$ cat config.mk
export PLATFORM = sky130hd
export DESIGN_NAME = nandReadPage
export DESIGN_NICKNAME = d
export VERILOG_FILES = /design/src/nandCmdPkg.sv /design/src/nandGeomPkg.sv /design/src/nandReadPage.sv /design/src/readCommandRegs.sv /design/src/readPageSequencer.sv
export SDC_FILE = /design/constraint.sdc
export NUM_CORES = 1
export LEC_CHECK = 0
export BUFFER_PORTS_ARGS = -buffer_cell sky130_fd_sc_hd__buf_2
export CORE_AREA = 2 2 95 106
export CTS_CLUSTER_SIZE = 28
export DETAILED_ROUTE_END_ITERATION = 16
export DIE_AREA = 0 0 97 108
export HOLD_SLACK_MARGIN = 0.03
export PLACE_DENSITY = 0.83
export SLEW_MARGIN = 40
export SYNTH_ARGS = -nofsm -noshare
export SYNTH_HDL_FRONTEND = slang
export SYNTH_SLANG_ARGS = --single-unit
$ cat constraint.sdc
create_clock -name iSystemClock -period 5 [get_ports iSystemClock]
set_input_delay 1 -clock iSystemClock [delete_from_list [all_inputs] [get_ports iSystemClock]]
set_output_delay 1 -clock iSystemClock [all_outputs]
set_load 0.02 [all_outputs]
$ cat src/nandCmdPkg.sv
`default_nettype none

package nandCmdPkg;

    // opcode this engine answers to
    localparam logic [5:0] readPageOpcode = 6'b000100;

    // bits of the primitive select vector and of the last-step vector
    localparam int primCmdAddrBit = 3;
    localparam int primDataInBit = 1;

    // page read opcode pair
    localparam logic [7:0] nandReadCmd1 = 8'h00;
    localparam logic [7:0] nandReadCmd2 = 8'h30;

    // counted from zero, so five address cycles
    localparam int addrCycleCount = 4;

    // phase codes, also used as bit index of the one-hot state
    localparam int phaseWidth = 3;

    localparam logic [phaseWidth-1:0] phaseIdle = 3'd0;
    localparam logic [phaseWidth-1:0] phaseLatch = 3'd1;
    localparam logic [phaseWidth-1:0] phaseCmd1 = 3'd2;
    localparam logic [phaseWidth-1:0] phaseAddr = 3'd3;
    localparam logic [phaseWidth-1:0] phaseCmd2 = 3'd4;
    // flash busy after 30h, wait for R/B low then high
    localparam logic [phaseWidth-1:0] phaseWaitBusy = 3'd5;
    localparam logic [phaseWidth-1:0] phaseWaitReady = 3'd6;
    localparam logic [phaseWidth-1:0] phaseData = 3'd7;

endpackage

`default_nettype wire

$ cat src/nandGeomPkg.sv
`default_nettype none

package nandGeomPkg;

    // one chip enable and one ready/busy line per way
    localparam int numWays = 4;

    localparam int colAddrWidth = 16;
    localparam int rowAddrWidth = 24;
    localparam int lengthWidth = 16;

    // flash bus is a byte wide
    localparam int byteWidth = 8;
    localparam int caWordWidth = 40;

    localparam int opcodeWidth = 6;
    localparam int primSelWidth = 8;

    // five address cycles, first byte out sits in the top slot
    typedef struct packed {
        logic [byteWidth-1:0] colLow;
        logic [byteWidth-1:0] colHigh;
        logic [byteWidth-1:0] rowLow;
        logic [byteWidth-1:0] rowMid;
        logic [byteWidth-1:0] rowHigh;
    } caAddrViewT;

    // single command cycle, byte on top
    typedef struct packed {
        logic [byteWidth-1:0] command;
        logic [caWordWidth-byteWidth-1:0] pad;
    } caCmdViewT;

    // same word, read as address cycles or as a command byte
    typedef union packed {
        caAddrViewT addr;
        caCmdViewT cmd;
    } caWordT;

endpackage

`default_nettype wire

$ cat src/nandReadPage.sv
`timescale 1ns/1ps
`default_nettype none

module nandReadPage
    import nandGeomPkg::*, nandCmdPkg::*;
(
    input  wire logic                    iSystemClock,
    input  wire logic                    arstN,

    // host command port
    input  wire logic [opcodeWidth-1:0]  opcode,
    input  wire logic                    cmdValid,
    output logic                         cmdReady,
    output logic                         start,
    input  wire logic [numWays-1:0]      waySelect,
    input  wire logic [colAddrWidth-1:0] colAddress,
    input  wire logic [rowAddrWidth-1:0] rowAddress,
    input  wire logic [lengthWidth-1:0]  length,
    output logic                         transValid,
    output logic                         lastStep,

    // primitive generator side
    output logic      [primSelWidth-1:0] acgCommand,
    output logic      [numWays-1:0]      acgTargetWay,
    output logic      [lengthWidth-1:0]  acgNumOfData,
    output logic                         acgCaSelect,
    output caWordT                       acgCaData,
    input  wire logic [primSelWidth-1:0] acgLastStep,
    input  wire logic [numWays-1:0]      acgReadyBusy
);

    logic                  accept;
    logic [phaseWidth-1:0] phase;

    readPageSequencer sequencer (
        .iSystemClock (iSystemClock),
        .arstN        (arstN),
        .opcode       (opcode),
        .cmdValid     (cmdValid),
        .targetWay    (acgTargetWay),
        .acgLastStep  (acgLastStep),
        .acgReadyBusy (acgReadyBusy),
        .start        (start),
        .cmdReady     (cmdReady),
        .accept       (accept),
        .phase        (phase),
        .acgCommand   (acgCommand),
        .transValid   (transValid),
        .lastStep     (lastStep)
    );

    // latched request and the word for each phase
    readCommandRegs commandRegs (
        .iSystemClock (iSystemClock),
        .arstN        (arstN),
        .accept       (accept),
        .phase        (phase),
        .waySelect    (waySelect),
        .colAddress   (colAddress),
        .rowAddress   (rowAddress),
        .length       (length),
        .targetWay    (acgTargetWay),
        .acgNumOfData (acgNumOfData),
        .acgCaSelect  (acgCaSelect),
        .acgCaData    (acgCaData)
    );

endmodule

`default_nettype wire

$ cat src/readCommandRegs.sv
`timescale 1ns/1ps
`default_nettype none

module readCommandRegs
    import nandGeomPkg::*, nandCmdPkg::*;
(
    input  wire logic                    iSystemClock,
    input  wire logic                    arstN,
    input  wire logic                    accept,
    input  wire logic [phaseWidth-1:0]   phase,
    input  wire logic [numWays-1:0]      waySelect,
    input  wire logic [colAddrWidth-1:0] colAddress,
    input  wire logic [rowAddrWidth-1:0] rowAddress,
    input  wire logic [lengthWidth-1:0]  length,
    output logic      [numWays-1:0]      targetWay,
    output logic      [lengthWidth-1:0]  acgNumOfData,
    output logic                         acgCaSelect,
    output caWordT                       acgCaData
);

    logic [colAddrWidth-1:0] colQ;
    logic [rowAddrWidth-1:0] rowQ;
    logic [lengthWidth-1:0]  lengthQ;

    caWordT                  nextWord;
    logic                    nextSelect;
    logic [lengthWidth-1:0]  nextCount;

    // request payload, captured once per command
    always_ff @(posedge iSystemClock or negedge arstN) begin
        if (!arstN) begin
            colQ <= '0;
            rowQ <= '0;
            lengthQ <= '0;
        end else if (accept) begin
            colQ <= colAddress;
            rowQ <= rowAddress;
            lengthQ <= length;
        end
    end

    // chip enables are active low
    always_ff @(posedge iSystemClock or negedge arstN) begin
        if (!arstN) begin
            targetWay <= '0;
        end else if (phase == phaseIdle || accept) begin
            targetWay <= ~waySelect;
        end
    end

    // phase is the upcoming one, so the word lands with the new state
    always_comb begin
        nextWord = '0;
        nextSelect = 1'b1;
        nextCount = '0;
        case (phase)
            phaseCmd1: begin
                nextWord.cmd.command = nandReadCmd1;
            end
            phaseAddr: begin
                nextSelect = 1'b0;
                nextCount = lengthWidth'(addrCycleCount);
                // column first, low byte before high byte
                nextWord.addr.colLow = colQ[7:0];
                nextWord.addr.colHigh = colQ[15:8];
                nextWord.addr.rowLow = rowQ[7:0];
                nextWord.addr.rowMid = rowQ[15:8];
                nextWord.addr.rowHigh = rowQ[23:16];
            end
            phaseCmd2: begin
                nextWord.cmd.command = nandReadCmd2;
            end
            phaseData: begin
                nextSelect = 1'b0;
                nextCount = lengthQ;
            end
            default: begin
            end
        endcase
    end

    always_ff @(posedge iSystemClock or negedge arstN) begin
        if (!arstN) begin
            acgNumOfData <= '0;
            acgCaSelect <= 1'b1;
            acgCaData <= '0;
        end else begin
            acgNumOfData <= nextCount;
            acgCaSelect <= nextSelect;
            acgCaData <= nextWord;
        end
    end

endmodule

`default_nettype wire

$ cat src/readPageSequencer.sv
`timescale 1ns/1ps
`default_nettype none

module readPageSequencer
    import nandGeomPkg::*, nandCmdPkg::*;
(
    input  wire logic                    iSystemClock,
    input  wire logic                    arstN,
    input  wire logic [opcodeWidth-1:0]  opcode,
    input  wire logic                    cmdValid,
    input  wire logic [numWays-1:0]      targetWay,
    input  wire logic [primSelWidth-1:0] acgLastStep,
    input  wire logic [numWays-1:0]      acgReadyBusy,
    output logic                         start,
    output logic                         cmdReady,
    output logic                         accept,
    output logic      [phaseWidth-1:0]   phase,
    output logic      [primSelWidth-1:0] acgCommand,
    output logic                         transValid,
    output logic                         lastStep
);

    // one bit per phase code
    logic [(1 << phaseWidth)-1:0] stateQ;

    logic [numWays-1:0]      rbMasked;
    logic                    wayReady;
    logic [primSelWidth-1:0] nextCommand;

    logic cmdAddrDone;
    logic dataInDone;

    // request for this engine, whether or not it can take it now
    assign start = (opcode == readPageOpcode) && cmdValid;
    assign accept = start && cmdReady;

    assign cmdAddrDone = acgLastStep[primCmdAddrBit];
    assign dataInDone = acgLastStep[primDataInBit];

    // phase carries the next state; every registered output follows it
    always_comb begin
        phase = phaseIdle;
        case (1'b1)
            stateQ[phaseIdle]: begin
                phase = accept ? phaseLatch : phaseIdle;
            end
            stateQ[phaseLatch]: begin
                phase = phaseCmd1;
            end
            stateQ[phaseCmd1]: begin
                phase = cmdAddrDone ? phaseAddr : phaseCmd1;
            end
            stateQ[phaseAddr]: begin
                phase = cmdAddrDone ? phaseCmd2 : phaseAddr;
            end
            stateQ[phaseCmd2]: begin
                phase = cmdAddrDone ? phaseWaitBusy : phaseCmd2;
            end
            stateQ[phaseWaitBusy]: begin
                phase = wayReady ? phaseWaitBusy : phaseWaitReady;
            end
            stateQ[phaseWaitReady]: begin
                phase = wayReady ? phaseData : phaseWaitReady;
            end
            stateQ[phaseData]: begin
                // leave one cycle after the done pulse
                phase = lastStep ? phaseIdle : phaseData;
            end
            default: begin
                phase = phaseIdle;
            end
        endcase
    end

    // primitive select for the coming phase
    always_comb begin
        nextCommand = '0;
        case (phase)
            phaseCmd1, phaseAddr, phaseCmd2: begin
                nextCommand[primCmdAddrBit] = 1'b1;
            end
            phaseData: begin
                // drop the select as soon as the transfer reports done
                nextCommand[primDataInBit] = !dataInDone;
            end
            default: begin
            end
        endcase
    end

    always_ff @(posedge iSystemClock or negedge arstN) begin
        if (!arstN) begin
            stateQ <= '0;
            stateQ[phaseIdle] <= 1'b1;
            cmdReady <= 1'b1;
            acgCommand <= '0;
            transValid <= 1'b0;
            lastStep <= 1'b0;
        end else begin
            stateQ <= '0;
            stateQ[phase] <= 1'b1;
            cmdReady <= (phase == phaseIdle);
            acgCommand <= nextCommand;
            // single pulse on entry into the data phase
            transValid <= (phase == phaseData) && stateQ[phaseWaitReady];
            lastStep <= (phase == phaseData) && dataInDone;
        end
    end

    // ready/busy of the selected ways, two register stages
    always_ff @(posedge iSystemClock or negedge arstN) begin
        if (!arstN) begin
            rbMasked <= '0;
            wayReady <= 1'b0;
        end else begin
            rbMasked <= ~targetWay & acgReadyBusy;
            wayReady <= |rbMasked;
        end
    end

endmodule

`default_nettype wire

# == Word-level counts from Yosys, hierarchy flattened ==
# Cells that the tools add are included.
# W data, S select, Z words.
# classes
n_lt_le_gt_ge,2
eq_ne,5
muxes,23
bitwise_logic,3
reduce_logical,11
# op_table
operator,count
$mux W32,1
$pmux W16 S2,1
$mux W3,10
$pmux W8 S2,1
$mux W1,8
$not A4 Y4,2
$eq A3 B2 Y1 const B,2
$eq A3 B3 Y1 const B,2
$eq A6 B3 Y1 const B,1
$logic_and A1 B1 Y1,5
$and A4 B4 Y4,1
$lt A3 B4 Y1 const B,1
$reduce_or A4 Y1,1
$demux W1 S3,1
$ge A3 B1 Y1 const B,1
$logic_not A3 Y1,1
$reduce_or A3 Y1,1
$mux W2,1
$reduce_or A2 Y1,1
$logic_not A1 Y1,1
$logic_or A1 B1 Y1,1
# totals
ff_bits,135
input_bits,81
word_cells,58

# == Logic depth before layout (Yosys ltp) ==
# logic_depth
depth_word,13
mapped_depth,7
ltp_nobuf,4

# == By module ==
# From an unflattened synthesis, not the netlist that was laid out.
# unflattened
hier_cells,328
hier_area_um2,4888.4
# by_module_without_submodules
module,instances,cells_per_inst,area_each_um2,seq_area_each_um2
readCommandRegs,1,257,4051.4,2929.1
readPageSequencer,1,71,837.1,452.9

# == Worst setup path after synthesis ==
# OpenSTA, ideal clock, no wires.
# synth_path
path_type,input port to output port
from,in opcode[4]
to,out start
arrival_ns,1.816
path_slack_ns,2.184
cell_stages,2
path_buffers,0
path_cell_list,nand4bb_1 > nor4_1
# synth_via
elab_chain_cells,2
# synth_lines
element,line_no,source
start: declaration,nandReadPage.sv:11,"input wire logic [opcodeWidth-1:0] opcode,"
$eq A6 B3 Y1,readPageSequencer.sv:34,assign start = (opcode == readPageOpcode) && cmdValid;
$logic_and A1 B1 Y1,readPageSequencer.sv:34,
end: declaration,nandReadPage.sv:14,"output logic start,"
# No other way between the ends.

# == Final worst setup path ==
# Ends and elaborated chain as after synthesis.

==> flow_metrics.env <==
export IMPL_hold_class="input pin to asynchronous set/reset pin"
export IMPL_core_area_um2=9305
export IMPL_ir_drop_uv=248.0
export IMPL_overflow=0
export IMPL_fmax_ghz=0.3685
export IMPL_port_buffer_count=141
export IMPL_skew_ps=11.02
export IMPL_status="finished clean"
export IMPL_crit_arrival_ps=1710
export IMPL_grt_pass1_wl_mm=16.64
export IMPL_ys_ff_latch=135
export IMPL_finalHoldViolations=0
export IMPL_slew_violations=0
export IMPL_pre_cts_ws_ps=2073
export IMPL_drc=0
export IMPL_setup_viol=0
export IMPL_wirelength_mm=10.18
export IMPL_drive_gt1_share_pct=52.16
export IMPL_cts_path_max_buffers=2
export IMPL_vias=3177
export IMPL_fin_crit_sh_pct=54.27
export IMPL_grt_max_degree=96
export IMPL_cp_max_fo=2
export IMPL_cts_root_buf="clkbuf_8"
export IMPL_ys_seq_area_share_pct=66.72
export IMPL_p_total_mw=2.468
export IMPL_synth_cell_types=39
export IMPL_whs_ps=367.0
export IMPL_cts_setup_buffers=0
export IMPL_wl_per_cell_um=16.23
export IMPL_holdBufCountCts=0
export IMPL_setup_slack_ps=2287
export IMPL_grt_pass1_vias=3452
export IMPL_drt_iter0_drc=97
export IMPL_clock_sinks=135
export IMPL_drt_vias_per_instance=5.067
export IMPL_drt_first_pass_iters=4
export IMPL_min_period_ps=2713
export IMPL_maxCapViolCount=0
export IMPL_ios=154
export IMPL_grt_usage_pct=20.50
export IMPL_die_x_um=97
export IMPL_antenna_found_initial=0
export IMPL_numCtsBuffers=17
export IMPL_die_h_um=108
export IMPL_critPathKind="input pin to output pin"
export IMPL_tightest_slew_ps=722.4
export IMPL_critPathRequiredTime_ps=4000
export IMPL_die_area_um2=10480
export IMPL_rsz0062_at_grt="no"
export IMPL_syn_area_per_cell_um2=14.40
export IMPL_ant_nets=0
export IMPL_syn_cell_area_um2=5069
export IMPL_slew_headroom_pct=51.69
export IMPL_synth_warnings=0
export IMPL_endpoint_kind="output pin"
export IMPL_power_density_nw_per_um2=382.5
export IMPL_ctsResizeCount=0
export IMPL_fp_row_count=37
export IMPL_start_util_pct=54.47
export IMPL_p_leak_nw=3.403
export IMPL_area_growth_syn_to_layout_pct=27.28
export IMPL_syn_inst=352
export IMPL_cts_tree="built"
export IMPL_nets=578
export IMPL_crit_path_start_kind="input pin"
export IMPL_cts_clk_slew_worst_paths_ps=60
export IMPL_diodes=0
export IMPL_fin_tns_setup_ps=0
export IMPL_h_tree_depth=4
export IMPL_gp_congestion=0.7969
export IMPL_worstSkewPairLatency_ps=510
export IMPL_dp_hpwl_mm=6.812
[logic make-up (layout without fill, tap and decap cells)]
logic type / Yosys count / in the layout / synth area share [%]
flops: 135 / 135 / 66.72
simple gates: 106 / 106 / 14.00
mux: 60 / 60 / 13.23
buf+inv: 35 / 188 / 3.382
compound gates: 15 / 15 / 2.592
other cells: 1 / 6 / 0.07398
[flip-flops by register name (all words and copies together), names as in the netlist, 2 cells and up]
signal,flops
commandRegs.rowQ,24
commandRegs.lengthQ,16
commandRegs.acgCaData,40
commandRegs.acgNumOfData,16
sequencer.acgCommand,2
sequencer.rbMasked,4
commandRegs.targetWay,4
sequencer.stateQ,8
commandRegs.colQ,16
[final timing paths]
check	start	end	slack [ps]	cells after the start
setup / recovery	opcode[4]	start	2290	4
hold / removal	arstN	commandRegs.acgCaData[28]$_DFF_PN0_	370	1
setup reg to reg	sequencer.stateQ[2]$_DFF_PN0_	sequencer.lastStep$_DFF_PN0_	2890	4
hold reg to reg	sequencer.rbMasked[2]$_DFF_PN0_	sequencer.wayReady$_DFF_PN0_	430	1
max in group asynchronous	arstN	commandRegs.acgCaData[33]$_DFF_PN0_	3490	3
min in group iSystemClock	sequencer.rbMasked[2]$_DFF_PN0_	sequencer.wayReady$_DFF_PN0_	430	1
[layer usage]
layer	track usage (%)	wire length, um	up-vias
met4	7.847	80	0
met5	0	0	-
met1	23.48	4014	1588
li1	-	-	1472
met3	8.274	803	8
met2	34.92	5279	109
[metrics by stage]
stage	instance area (um2)	util, %	instances
final	6451	69.33	627
after detailed placement	5876	63.14	594
after floorplan	5087	-	357
after global placement	5869	63.08	594
after CTS	6416	68.95	626
after global routing	6451	69.33	627
[synthesized netlist by cell type, drive strengths merged]
library cell | count | share of area [%]
a2111oi | 1 | 0.54
a211oi | 1 | 0.15
a21boi | 2 | 0.30
a311oi | 1 | 0.30
and2 | 38 | 4.7
buf | 17 | 2.0
clkbuf | 9 | 0.67
conb | 1 | 0.074
dfrtp | 132 | 65
dfstp | 3 | 1.6
inv | 9 | 0.67
mux2 | 56 | 12
mux2i | 4 | 0.79
nand2 | 6 | 0.44
nand2b | 2 | 0.25
nand3 | 16 | 1.6
nand3b | 2 | 0.30
nand4bb | 2 | 0.44
nor2 | 8 | 0.59
nor2b | 5 | 0.62
nor3 | 17 | 3.3
nor4 | 5 | 0.99
o211ai | 1 | 0.15
o21a | 1 | 0.15
o21ai | 5 | 0.57
o31ai | 3 | 0.44
or2 | 2 | 0.25
or3b | 1 | 0.17
or4 | 1 | 0.15
or4b | 1 | 0.27
[cells in the final DEF (no fill, tap or decap), types with 4 or more instances in the layout]
master	netlist	final
clkinvlp_4	0	5
mux2_2	56	56
conb_1	1	6
nor2_1	8	8
inv_1	9	9
nor3_2	16	15
clkbuf_16	0	16
buf_4	7	5
nand2_1	6	6
nor2b_1	5	5
clkbuf_8	0	4
buf_2	5	140
inv_6	0	4
dfrtp_1	132	132
mux2i_1	4	4
and2_1	38	38
nand3_1	16	15
[where the power goes]
group / leakage [nW] / internal (mW) / switching [mW]
registers: 1.82 / 1.16 / 0.0371
logic: 1.33 / 0.0799 / 0.0773
clock network: 0.251 / 0.641 / 0.469
[worst max-delay path, cell delays in order]
cell and delay [ps]:
buf_2 110, nand4bb_1 200, nor4_1 180, buf_2 220
[final cells by class]
cell class | instances | area, um2
clock inverter | 12 | 95.09
timing repair buffer | 147 | 779.5
tap | 117 | 146.4
multi-input combinational | 187 | 1569
clock buffer | 20 | 445.4
fill | 644 | 2854
sequential | 135 | 3382
inverter | 9 | 33.78
Power figures use the tool's default switching activity.
